### config.mk
export PLATFORM = sky130hd
export DESIGN_NAME = stream_buffer_top
export DESIGN_NICKNAME = d
export VERILOG_FILES = /design/src/stream_pkg.sv /design/src/stream_ingress.sv /design/src/stream_fifo_earlystall.sv /design/src/stream_egress.sv /design/src/stream_buffer_top.sv
export SDC_FILE = /design/constraint.sdc
export NUM_CORES = 1
export LEC_CHECK = 0
export ABC_AREA = 0
export BUFFER_PORTS_ARGS = -buffer_cell sky130_fd_sc_hd__buf_2
export CORE_MARGIN = 10
export CORE_UTILIZATION = 35
export DETAILED_ROUTE_END_ITERATION = 8
export SETUP_SLACK_MARGIN = 0.3
export SYNTH_ARGS = -nofsm -noshare
export SYNTH_HDL_FRONTEND = slang
export SYNTH_HIERARCHICAL = 1
export SYNTH_SLANG_ARGS = --single-unit
### constraint.sdc
create_clock -name clk_i -period 7.8 [get_ports clk_i]
set_clock_uncertainty 0.1 [all_clocks]
set_input_delay 0.39 -clock clk_i [delete_from_list [all_inputs] [get_ports clk_i]]
set_output_delay 0.39 -clock clk_i [all_outputs]
set_load 0.05 [all_outputs]
### src/stream_pkg.sv
/*
 * Shared definitions for the stream buffer: beat widths, FIFO sizing,
 * the beat and flag structs and the vector types used on every port.
 * Modules import this package in their body and use scoped names in
 * their port lists.
 */

package stream_pkg;

  // ----------------------------------------------------------
  // Beat format
  // ----------------------------------------------------------
  localparam int DATA_WIDTH = 32;                // Payload bits per beat
  localparam int STRB_WIDTH = DATA_WIDTH / 8;    // One enable per byte

  // ----------------------------------------------------------
  // FIFO sizing
  // ----------------------------------------------------------
  localparam int FIFO_DEPTH      = 8;            // Storage entries
  localparam int FIFO_ADDR_WIDTH = 3;            // log2 of depth
  // Entries left free when push ready drops; matches the beats
  // still in flight through the registered ingress path
  localparam int STALL_SLOTS     = 2;

  // ----------------------------------------------------------
  // Egress statistics
  // ----------------------------------------------------------
  localparam int CNT_WIDTH = 16;                 // Wrapping beat counter

  // Vector types with a meaning
  typedef logic [DATA_WIDTH-1:0]      data_t;      // Beat data
  typedef logic [STRB_WIDTH-1:0]      strb_t;      // Byte enables
  typedef logic [CNT_WIDTH-1:0]       beat_cnt_t;  // Delivered beats
  typedef logic [FIFO_ADDR_WIDTH-1:0] fifo_ptr_t;  // Read/write pointer

  // One stream beat, data in the upper bits
  typedef struct packed {
    data_t data;
    strb_t strb;
  } stream_beat_t;

  // FIFO status as seen from outside
  typedef struct packed {
    logic empty;
    logic full;
  } fifo_flags_t;

endpackage

### src/stream_ingress.sv
/*
 * Input register stage of the stream buffer. Registers the producer beat
 * and also the ready shown to the producer, so in_ready_o lags the FIFO's
 * push ready by one cycle. The FIFO keeps slots free for that lag.
 */

`timescale 1ns/1ps

module stream_ingress (
  input  logic                   clk_i,
  input  logic                   rst_ni,
  input  logic                   clear_i,       // Sync flush
  input  logic                   in_valid_i,
  input  stream_pkg::stream_beat_t in_beat_i,
  input  logic                   push_ready_i,  // From FIFO, early stall
  output logic                   in_ready_o,
  output logic                   push_valid_o,
  output stream_pkg::stream_beat_t push_beat_o
);

  import stream_pkg::*;

  logic         ready_q;   // Delayed push ready
  logic         valid_q;   // Beat register holds a live beat
  stream_beat_t beat_q;    // Beat payload

  // ----------------------------------------------------------
  // Control state
  // ----------------------------------------------------------
  always_ff @(posedge clk_i or negedge rst_ni) begin
    if (!rst_ni) begin
      ready_q <= 1'b0;                    // Producer sees ready low out of reset
      valid_q <= 1'b0;
    end else if (clear_i) begin
      ready_q <= 1'b0;                    // Same result as reset
      valid_q <= 1'b0;
    end else begin
      ready_q <= push_ready_i;            // One cycle late by design
      valid_q <= in_valid_i & ready_q;    // Handshake seen by the producer
    end
  end

  // ----------------------------------------------------------
  // Payload register
  // ----------------------------------------------------------
  // Loaded every cycle; the FIFO never refuses a valid beat, so there
  // is no hold path. Stale data is harmless while valid_q is low.
  always_ff @(posedge clk_i) begin
    beat_q <= in_beat_i;
  end

  assign in_ready_o   = ready_q;
  assign push_valid_o = valid_q;
  assign push_beat_o  = beat_q;

endmodule

### src/stream_fifo_earlystall.sv
/*
 * Circular-buffer FIFO with an early push stall. Push ready falls while
 * STALL_SLOTS entries are still free, so beats already in flight from a
 * registered upstream stage are always written. A state machine over
 * EMPTY, MIDDLE and FULL tracks occupancy; clear_i flushes synchronously.
 */

`timescale 1ns/1ps

module stream_fifo_earlystall (
  input  logic                     clk_i,
  input  logic                     rst_ni,
  input  logic                     clear_i,      // Sync flush that drops contents
  input  logic                     push_valid_i,
  input  stream_pkg::stream_beat_t push_beat_i,
  input  logic                     pop_ready_i,
  output logic                     push_ready_o, // Early-stall ready
  output logic                     pop_valid_o,
  output stream_pkg::stream_beat_t pop_beat_o,   // Zero while not valid
  output stream_pkg::fifo_flags_t  flags_o
);

  import stream_pkg::*;

  typedef enum logic [1:0] {
    EMPTY,
    MIDDLE,
    FULL
  } fifo_state_e;

  fifo_state_e state_q, state_d;

  fifo_ptr_t wr_ptr_q, wr_ptr_d;            // Next slot to write
  fifo_ptr_t rd_ptr_q, rd_ptr_d;            // Oldest stored entry
  fifo_ptr_t wr_ptr_inc, rd_ptr_inc;        // Pointers after one step

  logic [FIFO_ADDR_WIDTH:0] fill_cnt;       // Entries stored, 0..FIFO_DEPTH

  logic push_en;                            // Beat written this cycle
  logic pop_en;                             // Beat leaves this cycle

  stream_beat_t mem [FIFO_DEPTH];           // Beat storage

  // Step a pointer, wrapping after the last entry
  function automatic fifo_ptr_t ptr_step(fifo_ptr_t ptr);
    fifo_ptr_t nxt;
    if (ptr == fifo_ptr_t'(FIFO_DEPTH - 1)) begin
      nxt = '0;
    end else begin
      nxt = ptr + 1'b1;
    end
    return nxt;
  endfunction

  assign wr_ptr_inc = ptr_step(wr_ptr_q);
  assign rd_ptr_inc = ptr_step(rd_ptr_q);

  // ----------------------------------------------------------
  // Occupancy and handshakes
  // ----------------------------------------------------------
  always_comb begin
    if (state_q == FULL) begin
      fill_cnt = (FIFO_ADDR_WIDTH+1)'(FIFO_DEPTH);     // Pointers equal and all slots used
    end else if (wr_ptr_q >= rd_ptr_q) begin
      fill_cnt = {1'b0, wr_ptr_q} - {1'b0, rd_ptr_q};
    end else begin
      fill_cnt = (FIFO_ADDR_WIDTH+1)'(FIFO_DEPTH)      // Write pointer wrapped
               - {1'b0, rd_ptr_q} + {1'b0, wr_ptr_q};
    end
  end

  // Drop ready with STALL_SLOTS entries still free
  assign push_ready_o = (fill_cnt < (FIFO_ADDR_WIDTH+1)'(FIFO_DEPTH - STALL_SLOTS));

  assign pop_valid_o = (state_q != EMPTY);
  assign pop_en      = pop_valid_o & pop_ready_i;

  // Early stall keeps room for every beat in flight
  assign push_en = push_valid_i;

  // ----------------------------------------------------------
  // Next state and pointers
  // ----------------------------------------------------------
  always_comb begin
    state_d  = state_q;
    wr_ptr_d = push_en ? wr_ptr_inc : wr_ptr_q;
    rd_ptr_d = pop_en  ? rd_ptr_inc : rd_ptr_q;

    case (state_q)
      EMPTY: begin
        if (push_en) begin
          state_d = MIDDLE;                 // First beat stored
        end
      end
      MIDDLE: begin
        if (push_en && !pop_en && (wr_ptr_inc == rd_ptr_q)) begin
          state_d = FULL;                   // Write closes the gap
        end else if (pop_en && !push_en && (rd_ptr_inc == wr_ptr_q)) begin
          state_d = EMPTY;                  // Last beat read
        end
      end
      FULL: begin
        if (pop_en && !push_en) begin
          state_d = MIDDLE;
        end
      end
      default: begin
        state_d  = EMPTY;                   // Recover from illegal encoding
        wr_ptr_d = '0;
        rd_ptr_d = '0;
      end
    endcase
  end

  always_ff @(posedge clk_i or negedge rst_ni) begin
    if (!rst_ni) begin
      state_q  <= EMPTY;
      wr_ptr_q <= '0;
      rd_ptr_q <= '0;
    end else if (clear_i) begin
      state_q  <= EMPTY;                    // Contents discarded
      wr_ptr_q <= '0;
      rd_ptr_q <= '0;
    end else begin
      state_q  <= state_d;
      wr_ptr_q <= wr_ptr_d;
      rd_ptr_q <= rd_ptr_d;
    end
  end

  // ----------------------------------------------------------
  // Storage
  // ----------------------------------------------------------
  always_ff @(posedge clk_i) begin
    if (push_en) begin
      mem[wr_ptr_q] <= push_beat_i;
    end
  end

  assign pop_beat_o = pop_valid_o ? mem[rd_ptr_q] : '0;  // Hide stale entries

  // Status straight from the state
  assign flags_o.empty = (state_q == EMPTY);
  assign flags_o.full  = (state_q == FULL);

endmodule

### src/stream_egress.sv
/*
 * Output register of the stream buffer. Holds one beat toward the
 * consumer, zeroes every data byte whose strobe bit is clear as the beat
 * is loaded, and counts delivered beats in a wrapping counter.
 */

`timescale 1ns/1ps

module stream_egress (
  input  logic                     clk_i,
  input  logic                     rst_ni,
  input  logic                     clear_i,     // Sync flush, also zeroes count
  input  logic                     pop_valid_i,
  input  stream_pkg::stream_beat_t pop_beat_i,
  input  logic                     out_ready_i,
  output logic                     pop_ready_o,
  output logic                     out_valid_o,
  output stream_pkg::stream_beat_t out_beat_o,
  output stream_pkg::beat_cnt_t    beat_cnt_o
);

  import stream_pkg::*;

  logic         valid_q;     // Register holds a beat
  stream_beat_t beat_q;      // Masked beat toward consumer
  beat_cnt_t    cnt_q;       // Delivered beats since reset/clear
  logic         load;        // Take a beat from the FIFO
  logic         deliver;     // Consumer handshake

  // Clear data bytes with a low strobe, strobe passes unchanged
  function automatic stream_beat_t mask_beat(stream_beat_t beat);
    stream_beat_t masked;
    masked = beat;
    for (int b = 0; b < STRB_WIDTH; b++) begin
      if (!beat.strb[b]) begin
        masked.data[8*b +: 8] = 8'h00;
      end
    end
    return masked;
  endfunction

  assign pop_ready_o = ~valid_q | out_ready_i;   // Empty or draining
  assign load        = pop_valid_i & pop_ready_o;
  assign deliver     = valid_q & out_ready_i;

  // ----------------------------------------------------------
  // Control and counter
  // ----------------------------------------------------------
  always_ff @(posedge clk_i or negedge rst_ni) begin
    if (!rst_ni) begin
      valid_q <= 1'b0;
      cnt_q   <= '0;
    end else if (clear_i) begin
      valid_q <= 1'b0;
      cnt_q   <= '0;
    end else begin
      if (load) begin
        valid_q <= 1'b1;                 // Refill, possibly back to back
      end else if (out_ready_i) begin
        valid_q <= 1'b0;
      end
      if (deliver) begin
        cnt_q <= cnt_q + 1'b1;           // Wraps at CNT_WIDTH
      end
    end
  end

  // Payload only moves on a load
  always_ff @(posedge clk_i) begin
    if (load) begin
      beat_q <= mask_beat(pop_beat_i);
    end
  end

  assign out_valid_o = valid_q;
  assign out_beat_o  = beat_q;
  assign beat_cnt_o  = cnt_q;

endmodule

### src/stream_buffer_top.sv
/*
 * Top level of the stream buffer: ingress register, early-stall FIFO and
 * egress register in a chain. Exposes the FIFO flags and the count of
 * beats delivered to the consumer.
 */

`timescale 1ns/1ps

module stream_buffer_top (
  input  logic                     clk_i,
  input  logic                     rst_ni,
  input  logic                     clear_i,      // Flushes all three stages
  input  logic                     in_valid_i,
  input  stream_pkg::stream_beat_t in_beat_i,
  output logic                     in_ready_o,
  output logic                     out_valid_o,
  output stream_pkg::stream_beat_t out_beat_o,
  input  logic                     out_ready_i,
  output stream_pkg::fifo_flags_t  flags_o,
  output stream_pkg::beat_cnt_t    beat_cnt_o
);

  import stream_pkg::*;

  // ----------------------------------------------------------
  // Inter-stage streams
  // ----------------------------------------------------------
  logic         push_valid;   // Ingress to FIFO
  logic         push_ready;   // Early stall, registered by ingress
  stream_beat_t push_beat;
  logic         pop_valid;    // FIFO to egress
  logic         pop_ready;
  stream_beat_t pop_beat;

  stream_ingress i_ingress (
    .clk_i        (clk_i),
    .rst_ni       (rst_ni),
    .clear_i      (clear_i),
    .in_valid_i   (in_valid_i),
    .in_beat_i    (in_beat_i),
    .push_ready_i (push_ready),
    .in_ready_o   (in_ready_o),
    .push_valid_o (push_valid),
    .push_beat_o  (push_beat)
  );

  stream_fifo_earlystall i_fifo (
    .clk_i        (clk_i),
    .rst_ni       (rst_ni),
    .clear_i      (clear_i),
    .push_valid_i (push_valid),
    .push_beat_i  (push_beat),
    .pop_ready_i  (pop_ready),
    .push_ready_o (push_ready),
    .pop_valid_o  (pop_valid),
    .pop_beat_o   (pop_beat),
    .flags_o      (flags_o)      // Reported as is
  );

  stream_egress i_egress (
    .clk_i        (clk_i),
    .rst_ni       (rst_ni),
    .clear_i      (clear_i),
    .pop_valid_i  (pop_valid),
    .pop_beat_i   (pop_beat),
    .out_ready_i  (out_ready_i),
    .pop_ready_o  (pop_ready),
    .out_valid_o  (out_valid_o),
    .out_beat_o   (out_beat_o),
    .beat_cnt_o   (beat_cnt_o)
  );

endmodule

After elaboration in Yosys (flattened, before gate mapping)
Memories as Yosys holds them, arrays and structs flattened. Cells that the tools add are included.

Order comparisons: 2. Add/sub/neg operators: 6. Mux-type cells: 26. Bitwise operators: 5. Reductions and logical operators: 16. Equality and inequality tests: 11.

Operators with widths (number): 16-bit 2-to-1 mux (2); 3-bit 2-to-1 mux (8); 16-bit by 1-bit adder with 16-bit output (second input constant) (1); 4-bit 2-to-1 mux (3); 2-bit 2-to-1 mux (5); 2-bit AND reduction (4); 1-bit 2-to-1 mux (7); 3-bit by 1-bit adder with 3-bit output (second input constant) (2); 3-bit == test (2); 3-bit == test (second input constant) (2); 3-bit by 1-bit != test with 1-bit output (second input constant) (2); 3-bit by 2-bit != test with 1-bit output (second input constant) (2); 2-bit one-hot mux with 3 select lines (1); 4-bit by 3-bit adder with 4-bit output (1); 1-bit logical AND (4); 4-bit by 3-bit less-than comparator with 1-bit output (second input constant) (1); 4-bit by 2-bit != test with 1-bit output (second input constant) (1); 2-bit nonzero test (2); 3-bit by 3-bit subtractor with 4-bit output (1); 4-bit by 3-bit subtractor with 4-bit output (first input constant) (1); 1-bit bitwise AND (3); 3-bit >= comparator (1); 3-bit AND reduction (1); 3-bit nonzero test (1); 7 further kinds (8).

Bits in writable memories: 288. Bits in registers: 99. Input port bits: 41. Memories: 1. Output and inout bits: 56. Logic and storage cells: 81.

Memory list: i_fifo.mem (words 8, width 36, rd ports 1, clocked after Yosys merged registers in 0, wr ports 1, line stream_fifo_earlystall.sv:42) `stream_beat_t mem [FIFO_DEPTH];`.

Logic depth before layout (Yosys ltp)
Gate-level depths: netlist (run 1).

Depth after elaboration: 9. Depth in mapped cells: 11. Mapped depth without buffers: 11.

By module
The synthesis (run 1) kept the hierarchy.

Modules (own cells, without submodules): stream_fifo_earlystall (times used 1, cells an instance 592, area an instance 11657.4 um^2, seq. area each 8848.5 um^2); stream_egress (times used 1, cells an instance 157, area an instance 2145.8 um^2, seq. area each 1506.4 um^2); stream_ingress (times used 1, cells an instance 40, area an instance 785.8 um^2, seq. area each 770.7 um^2).

Worst setup path after synthesis (run 1)
OpenSTA, ideal clock, no wires.

Kind: register to register. Start point: register i_fifo.wr_ptr_q[1]. End point: memory i_fifo/mem[0][0] in the netlist's numbering (enable). Data required time: 7.226 ns. Cell stages (with the launch flop): 3. Clock period less this slack: 3.690 ns. Arrival: 3.116 ns. Slack: 4.110 ns. Path through: dfrtp_1 clkbuf_1 nor3_1.

RTL lines: from (decl) (line stream_fifo_earlystall.sv:33) `fifo_ptr_t wr_ptr_q, wr_ptr_d;`; from (signal assigned) (line stream_fifo_earlystall.sv:126) `wr_ptr_q <= wr_ptr_d;`; to (decl) (line stream_fifo_earlystall.sv:42).

No word-level cell before the write port.

==> impl_table.tex, run 1 <==
\begin{tabular}{lr}
\hline
Metric & Value \\
\hline
\multicolumn{2}{l}{\textbf{STA}} \\
\quad Final Cycle Share & 41.8\% \\
\quad Slew of the pin with the lowest slew margin & 1.02 ns \\
\quad Final count of hold timing violations & 0 \\
\quad Worst rel slew slack & 31.7\% \\
\quad Setup repair after global routing missed its margin & no \\
\quad Setup total negative slack & 0 ns \\
\quad Final setup fails & 0 \\
\quad Maximum operating frequency & 307 MHz \\
\quad Min cycle time layout & 3.26 ns \\
\quad Final max-slew violation count & 0 \\
\multicolumn{2}{l}{\textbf{Synth}} \\
\quad Syn\_nets & 840 \\
\quad Sequential share of the synthesized area & 76.3\% \\
\quad Adder and majority cell fraction of the synthesized area & 0.961\% \\
\quad Compound-Gate Fraction of Synth Area & 2.50\% \\
\quad Warnings, synthesis & 6 \\
\quad Top flip-flop cell by instance count after synthesis & sky130\_fd\_sc\_hd\_\_edfxtp\_1 \\
\quad Syn Inst Count & 789 \\
\quad Mean instance size in the synthesized netlist & 18.5 sq um \\
\quad Library cells used by synthesis & 48 \\
\quad Count of flip-flops with a built-in enable after synthesis & 324 \\
\quad Post-synthesis xor/xnor area fraction & 1.02\% \\
\quad Share of synthesized area spent on multiplexers & 11.3\% \\
\quad Register bit count reported by yosys & 387 \\
\quad Async set-reset flop share out of synthesis & 6.98\% \\
\quad Total standard cell area after synthesis & 0.0146 sq mm \\
\quad Simple-gate share of the synthesized area & 6.28\% \\
\quad Dominant combinational cell family by area after synthesis & multiplexers \\
\multicolumn{2}{l}{\textbf{Power and ir drop}} \\
\quad Seq pwr share & 45.2\% \\
\quad Combinational power share & 16.9\% \\
\quad Fraction of power spent switching nets & 27.6\% \\
\quad Overall power of the completed layout & 5470 uW \\
\quad Power share of the clock group & 37.9\% \\
\quad Power density relative to cell area & 311 mW/mm\^{}2 \\
\quad Worst-case vdd ir drop & 0.173 mV \\
\quad Leakage & 0.00609 uW \\
\quad Cell-internal power & 3960 uW \\
\quad Net Switching & 1510 uW \\
\multicolumn{2}{l}{\textbf{Clock tree}} \\
\quad CTS tree & yes \\
\quad Bufs on Longest Clock Path & 3 \\
\quad Number of post-CTS setup repair buffers & 0 \\
\quad Clock tree root driver cell & sky130\_fd\_sc\_hd\_\_clkbuf\_16 \\
\quad H-tree depth reported by CTS & 2 \\
\quad CTS Sinks & 387 \\
\quad Clock insertion delay at the later pin of the skew report & 0.57 ns \\
\quad Clock buffers created by TritonCTS & 43 \\
\quad Clock slew seen by the registers of the worst setup and hold paths & 0.06 ns \\
\quad Number of gates resized after cts & 0 \\
\multicolumn{2}{l}{\textbf{Finish}} \\
\quad Number of filler instances in the final layout & 3609 \\
\quad Flip-flop and latch area & 0.0111 sq mm \\
\quad Multi-input logic area & 0.00329 sq mm \\
\quad Layout-stage area growth over the synthesis result & 20.5\% \\
\quad Share of cells above drive strength 1 & 27.8\% \\
\quad Most common library cell in the layout ignoring fill and taps & sky130\_fd\_sc\_hd\_\_edfxtp\_1 \\
\quad Number of nets in the layout & 996 \\
\quad Leading cell types in the layout, fill and taps excluded & sky130\_fd\_sc\_hd\_\_edfxtp\_1, sky130\_fd\_sc\_hd\_\_buf\_2, sky130\_fd\_sc\_hd\_\_nand2\_1, sky130\_fd\_sc\_hd\_\_mux4\_2, sky130\_fd\_sc\_hd\_\_a21oi\_1 \\
\quad Total inserted antenna cells & 0 \\
\multicolumn{2}{l}{\textbf{Critical path}} \\
\quad Nature of the critical path startpoint & flip-flop \\
\quad CP max FO & 39 \\
\quad Data arrival at the endpoint of the critical path & 3.48 ns \\
\quad Kind of critical path & reg -> reg \\
\quad Endpoint class of the critical path & flip-flop \\
\quad CP required & 8.02 ns \\
\multicolumn{2}{l}{\textbf{Min path}} \\
\quad Class of the most critical hold timing path & in -> reg \\
\multicolumn{2}{l}{\textbf{Placed design}} \\
\quad Weighted congestion reported at the end of routability-driven placement & 0.701 \\
\quad Hpwl dp & 17100 um \\
\quad Port Buffers & 96 \\
\multicolumn{2}{l}{\textbf{Floorplanning}} \\
\quad Die X-Extent & 224 um \\
\quad Top Ports & 97 \\
\quad Die Ht & 224 um \\
\quad Initial Utilization & 35.6\% \\
\quad Core region area & 0.0410 sq mm \\
\quad Num rows & 74 \\
\quad Die ar. & 0.0502 sq mm \\
\multicolumn{2}{l}{\textbf{Detailed routing}} \\
\quad Vias per inst & 4.95 \\
\quad Number of design-rule violations left by the first detailed-router iteration & 394 \\
\quad Drt total wl & 31600 um \\
\quad Vias post-DR & 7488 \\
\quad DRC viols & 0 \\
\quad 1st-pass router iterations & 4 \\
\quad Routed Antenna Nets & 0 \\
\quad Routed WL per cell & 20.9 um \\
\multicolumn{2}{l}{\textbf{Run}} \\
\quad Maximum Capacitance Violations & 0 \\
\multicolumn{2}{l}{\textbf{GRT}} \\
\quad Number of global-route vias before repair & 7906 \\
\quad First-pass GRT wire length & 48500 um \\
\quad Overall routing resource usage & 12.6\% \\
\quad Total gr overflow & 0 \\
\quad Maximum number of pins on one net before global-route repair & 49 \\
\quad Antenna violations before repair & 0 \\
\multicolumn{2}{l}{\textbf{Status}} \\
\quad Status & finished clean \\
\hline
\end{tabular}
## metrics by stage
stage	instances	utilization [%]	worst slack (ns)	cell area [sq um]	hold slack (ns)
2_1_floorplan	789	-	4.11	14600	-0.00559
3_3_place_gp	1394	38.3	4.47	15700	0.367
3_5_place_dp	1394	38.3	4.47	15700	0.370
4_1_cts	1512	42.8	4.44	17600	0.0281
5_1_grt	1512	42.8	4.20	17600	0.0474
6_report	1512	42.8	4.54	17600	0.0596
## registers in the layout, indices dropped and copies added (netlist names)
name                    flops
i_fifo/wr_ptr_q             3
i_fifo/state_q              2
i_egress/out_beat_o        36
i_egress/beat_cnt_o        16
i_fifo/rd_ptr_q             3
i_ingress/push_valid_o      1
i_fifo/mem                288
i_ingress/in_ready_o        1
i_ingress/push_beat_o      36
i_egress/out_valid_o        1
## area by class of cell
type                    count  area share [%]
clock buffers              61            7.08
multi-input cells         354            18.7
repair buffers            147            5.45
well taps                 532            3.79
clock inverters            19            1.39
flip-flops and latches    387            63.3
inverters                  12           0.256
## per-layer routing
metal	share of wire, %	wire length [um]	track usage, %
met3	5.5	1730	2.44
met5	0	0	0
met1	44	13800	16.5
met2	49	15400	20.6
met4	1.9	611	4.19
## worst paths after layout
kind | startpoint | to | slack (ns) | cells past startpoint
hold / removal | out_ready_i | i_egress/beat_cnt_o[1] | 0.06 | 3
setup reg to reg | i_fifo/rd_ptr_q[0] | i_egress/out_beat_o[25] | 4.54 | 5
hold reg to reg | i_ingress/in_ready_o | i_ingress/push_valid_o | 0.42 | 1
max in group asynchronous | rst_ni | i_fifo/rd_ptr_q[0] | 6.81 | 2
min in group asynchronous | rst_ni | i_egress/beat_cnt_o[8] | 0.30 | 2
setup / recovery | i_fifo/rd_ptr_q[0] | i_egress/out_beat_o[25] | 4.54 | 5
## synthesized netlist by cell type (3+ instances only)
master                     instances  area [sq um]
sky130_fd_sc_hd__buf_2            13          65.1
sky130_fd_sc_hd__edfxtp_1        324          9730
sky130_fd_sc_hd__nor2_1           27           101
sky130_fd_sc_hd__dfrtp_1          27           676
sky130_fd_sc_hd__mux4_2           72          1620
sky130_fd_sc_hd__nor3_1            4          20.0
sky130_fd_sc_hd__nand4_1           5          31.3
sky130_fd_sc_hd__and2_1           33           206
sky130_fd_sc_hd__o21ai_0           6          30.0
sky130_fd_sc_hd__a21oi_1          47           235
sky130_fd_sc_hd__mux2i_1           3          30.0
sky130_fd_sc_hd__clkbuf_1         11          41.3
sky130_fd_sc_hd__and3_1            3          18.8
sky130_fd_sc_hd__or4_1             3          22.5
sky130_fd_sc_hd__or3_1             5          31.3
sky130_fd_sc_hd__xnor2_1           4          35.0
sky130_fd_sc_hd__nor2b_1           3          18.8
sky130_fd_sc_hd__inv_1            11          41.3
sky130_fd_sc_hd__buf_4             8          60.1
sky130_fd_sc_hd__xor2_1           13           114
sky130_fd_sc_hd__ha_1              8           100
sky130_fd_sc_hd__nand2_1          86           323
sky130_fd_sc_hd__dfxtp_1          36           721
sky130_fd_sc_hd__nand3_1           6          30.0
## kinds of logic after synthesis
logic type	count (synthesis)
compound gates	64
xor+xnor	17
fa+ha+maj	10
buf+inv	48
flops	387
mux	75
simple gates	188
## power groups by stage
stage               Sequential, uW  Combinational (uW)  Clock [uW]
floorplan                     2620                 562           0
global placement              2520                 922           0
detailed placement            2520                 926           0
CTS                           2480                 946        2130
global route                  2490                1010        2210
finish                        2470                 924        2070
## critical path: stages, from the launching register on
cell	delay, ns
sky130_fd_sc_hd__dfrtp_4	0.93
sky130_fd_sc_hd__buf_4	0.76
sky130_fd_sc_hd__mux4_2	0.59
sky130_fd_sc_hd__nand2_1	0.08
sky130_fd_sc_hd__a21oi_1	0.24
sky130_fd_sc_hd__and2_1	0.25
## what timing repair did
action	4_1_cts	5_1_grt
setup endpoints to repair	0	0
hold endpoints to repair	64	0
hold buffers	38	0
Power figures use the tool's default switching activity.
==> run 2, diff against run 1 <==
==> constraint.sdc (replaced) <==
create_clock -name clk_i -period 3.4 [get_ports clk_i]
set_clock_uncertainty 0.1 [all_clocks]
set_input_delay 0.17 -clock clk_i [delete_from_list [all_inputs] [get_ports clk_i]]
set_output_delay 0.17 -clock clk_i [all_outputs]
set_load 0.05 [all_outputs]
==> run 2 against run 1 <==
Against the previous run: largest cell class unchanged; global-route usage fell by 0.081 points; clock-buffer cell count fell by 7; via count fell by 0.64%; fmax rose by 25%; first-iteration DRC count rose by 8.4%.
==> impl_table.tex, run 2 (synthesis gave the netlist of run 1 again) <==
\begin{tabular}{lr}
\hline
Metric & Value \\
\hline
\multicolumn{2}{l}{\textbf{Finish}} \\
\quad Leading cell types in the layout, fill and taps excluded & sky130\_fd\_sc\_hd\_\_edfxtp\_1, sky130\_fd\_sc\_hd\_\_buf\_2, sky130\_fd\_sc\_hd\_\_nand2\_1, sky130\_fd\_sc\_hd\_\_mux4\_2, sky130\_fd\_sc\_hd\_\_a21oi\_1 \\
\quad Register with the highest flop count & i\_fifo/mem \\
\quad Layout-stage area growth over the synthesis result & 21.2\% \\
\quad Share of cells above drive strength 1 & 28.2\% \\
\quad Most common library cell in the layout ignoring fill and taps & sky130\_fd\_sc\_hd\_\_edfxtp\_1 \\
\quad Number of nets in the layout & 1007 \\
\quad Fraction of the core area covered by cells at the end of the flow & 43.1\% \\
\quad Number of flip-flops under the largest register name & 288 \\
\quad Total inserted antenna cells & 0 \\
\multicolumn{2}{l}{\textbf{Power and ir drop}} \\
\quad Combinational power share & 17.9\% \\
\quad Net Switching & 3480 uW \\
\quad Cell-internal power & 8930 uW \\
\quad Power density relative to cell area & 702 mW/mm\^{}2 \\
\quad Seq pwr share & 45.3\% \\
\quad Power share of the clock group & 36.8\% \\
\quad Fraction of power spent switching nets & 28.0\% \\
\quad Leakage & 0.00612 uW \\
\quad Worst-case vdd ir drop & 0.377 mV \\
\quad Overall power of the completed layout & 12400 uW \\
\multicolumn{2}{l}{\textbf{Floorplanning}} \\
\quad Die Ht & 224 um \\
\quad Top Ports & 97 \\
\quad Core region area & 0.0410 sq mm \\
\quad Num rows & 74 \\
\quad Die ar. & 0.0502 sq mm \\
\quad Initial Utilization & 35.6\% \\
\quad Die X-Extent & 224 um \\
\multicolumn{2}{l}{\textbf{STA}} \\
\quad Worst hold margin & 0.0717 ns \\
\quad Worst rel slew slack & 25.8\% \\
\quad Setup repair after global routing missed its margin & no \\
\quad Final max-slew violation count & 0 \\
\quad Final Cycle Share & 76.9\% \\
\quad Min cycle time layout & 2.61 ns \\
\quad Slew of the pin with the lowest slew margin & 1.11 ns \\
\quad Maximum operating frequency & 383 MHz \\
\quad Final count of hold timing violations & 0 \\
\quad Setup total negative slack & 0 ns \\
\quad Final setup fails & 0 \\
\multicolumn{2}{l}{\textbf{GRT}} \\
\quad Maximum number of pins on one net before global-route repair & 37 \\
\quad Overall routing resource usage & 12.5\% \\
\quad Met3 usage & 3.08\% \\
\quad Routing usage on met2 & 20.6\% \\
\quad Routing usage on met1 & 16.0\% \\
\quad First-pass GRT wire length & 47700 um \\
\quad Layer with the highest usage after global routing & met2 \\
\quad Total gr overflow & 0 \\
\quad Antenna violations before repair & 0 \\
\quad Number of global-route vias before repair & 7880 \\
\multicolumn{2}{l}{\textbf{Detailed routing}} \\
\quad Number of design-rule violations left by the first detailed-router iteration & 427 \\
\quad Drt total wl & 31200 um \\
\quad Vias per inst & 4.89 \\
\quad 1st-pass router iterations & 4 \\
\quad Routed WL per cell & 20.5 um \\
\quad Vias post-DR & 7440 \\
\quad DRC viols & 0 \\
\quad Routed Antenna Nets & 0 \\
\multicolumn{2}{l}{\textbf{Critical path}} \\
\quad CP max FO & 20 \\
\quad Slowest cell delay on critical path & 0.68 ns \\
\quad Nature of the critical path startpoint & flip-flop \\
\quad Endpoint class of the critical path & flip-flop \\
\quad Kind of critical path & reg -> reg \\
\quad Worst-path cell with the longest stage delay & sky130\_fd\_sc\_hd\_\_a21oi\_1 \\
\quad Combined buffer and inverter count along the critical path & 2 \\
\quad CP required & 3.72 ns \\
\quad CP cell instances & inv\_2 > buf\_4 > nand2\_1 > a21oi\_1 > and2\_1 \\
\quad Data arrival at the endpoint of the critical path & 2.94 ns \\
\quad Worst path top cell family by delay & buffers and inverters \\
\multicolumn{2}{l}{\textbf{Clock tree}} \\
\quad CTS Sinks & 387 \\
\quad Post-cts hold buffer count & 40 \\
\quad H-tree depth reported by CTS & 2 \\
\quad Clock insertion delay at the later pin of the skew report & 0.57 ns \\
\quad CTS tree & yes \\
\quad Clock tree root driver cell & sky130\_fd\_sc\_hd\_\_clkbuf\_16 \\
\quad Clock buffers created by TritonCTS & 42 \\
\quad Number of post-CTS setup repair buffers & 0 \\
\quad Number of gates resized after cts & 0 \\
\quad Clock slew seen by the registers of the worst setup and hold paths & 0.06 ns \\
\quad Bufs on Longest Clock Path & 3 \\
\multicolumn{2}{l}{\textbf{Placed design}} \\
\quad Port Buffers & 96 \\
\quad Hpwl dp & 18400 um \\
\quad Weighted congestion reported at the end of routability-driven placement & 0.723 \\
\multicolumn{2}{l}{\textbf{Run}} \\
\quad Maximum Capacitance Violations & 0 \\
\multicolumn{2}{l}{\textbf{Status}} \\
\quad Status & finished clean \\
\multicolumn{2}{l}{\textbf{Min path}} \\
\quad Class of the most critical hold timing path & in -> async \\
\hline
\end{tabular}
[run 2: cell count changes in the layout (fill, tap and decap cells not counted), sizes merged]
cell,previous run,this run
buf,109,119
inv,14,16
clkinvlp,2,6
clkbuf,61,54
dlygate4sd3,38,40
clkinv,11,10
[run 2: layout make-up]
| cell class | instances | area (sq um) |
|---|---|---|
| multi-input cells | 354 | 3290 |
| inverters | 12 | 45.0 |
| clock inverters | 24 | 280 |
| fillers | 3619 | 23300 |
| repair buffers | 159 | 1140 |
| clock buffers | 54 | 1130 |
| well taps | 532 | 666 |
| flip-flops and latches | 387 | 11100 |
[run 2: stage by stage]
| stage | setup WS [ns] | area (sq um) | instances |
|---|---|---|---|
| 3_5_place_dp | 0.797 | 15900 | 1404 |
| 5_1_grt | 0.589 | 17700 | 1522 |
| 2_1_floorplan | -0.290 | 14600 | 789 |
| 4_1_cts | 0.762 | 17700 | 1522 |
| 3_3_place_gp | 0.814 | 15900 | 1404 |
| 6_report | 0.786 | 17700 | 1522 |
[run 2: worst paths after layout]
path,startpoint,endpoint,slack [ns],cells past startpoint
max,i_fifo/rd_ptr_q[2],i_egress/out_beat_o[12],0.79,5
min,rst_ni,i_egress/beat_cnt_o[15],0.07,2
max reg2reg,i_fifo/rd_ptr_q[2],i_egress/out_beat_o[12],0.79,5
min reg2reg,i_ingress/push_beat_o[10],i_fifo/mem[7][10],0.45,0
max in group asynchronous,rst_ni,i_fifo/rd_ptr_q[0],2.63,2
min in group clk_i,in_beat_i[33],i_ingress/push_beat_o[33],0.14,2
[run 2: routing by layer]
layer	wire length (um)	vias up
met5	0	-
met4	485	0
met3	1690	35
met2	15400	149
met1	13700	3858
li1	-	3398
[run 2: worst reg2reg max path: stages, from the launching register on]
cell and delay (ns):
sky130_fd_sc_hd__dfrtp_2 0.58, sky130_fd_sc_hd__inv_2 0.48, sky130_fd_sc_hd__buf_4 0.31, sky130_fd_sc_hd__nand2_1 0.08, sky130_fd_sc_hd__a21oi_1 0.68, sky130_fd_sc_hd__and2_1 0.24
[run 2: power by group through the flow]
stage | clock (uW) | combinational (uW) | sequential, uW
6_report | 4570 | 2220 | 5630
5_1_grt | 4900 | 2400 | 5660
4_1_cts | 4710 | 2270 | 5640
3_5_place_dp | 0 | 2220 | 5730
3_3_place_gp | 0 | 2200 | 5730
2_1_floorplan | 0 | 1290 | 6020
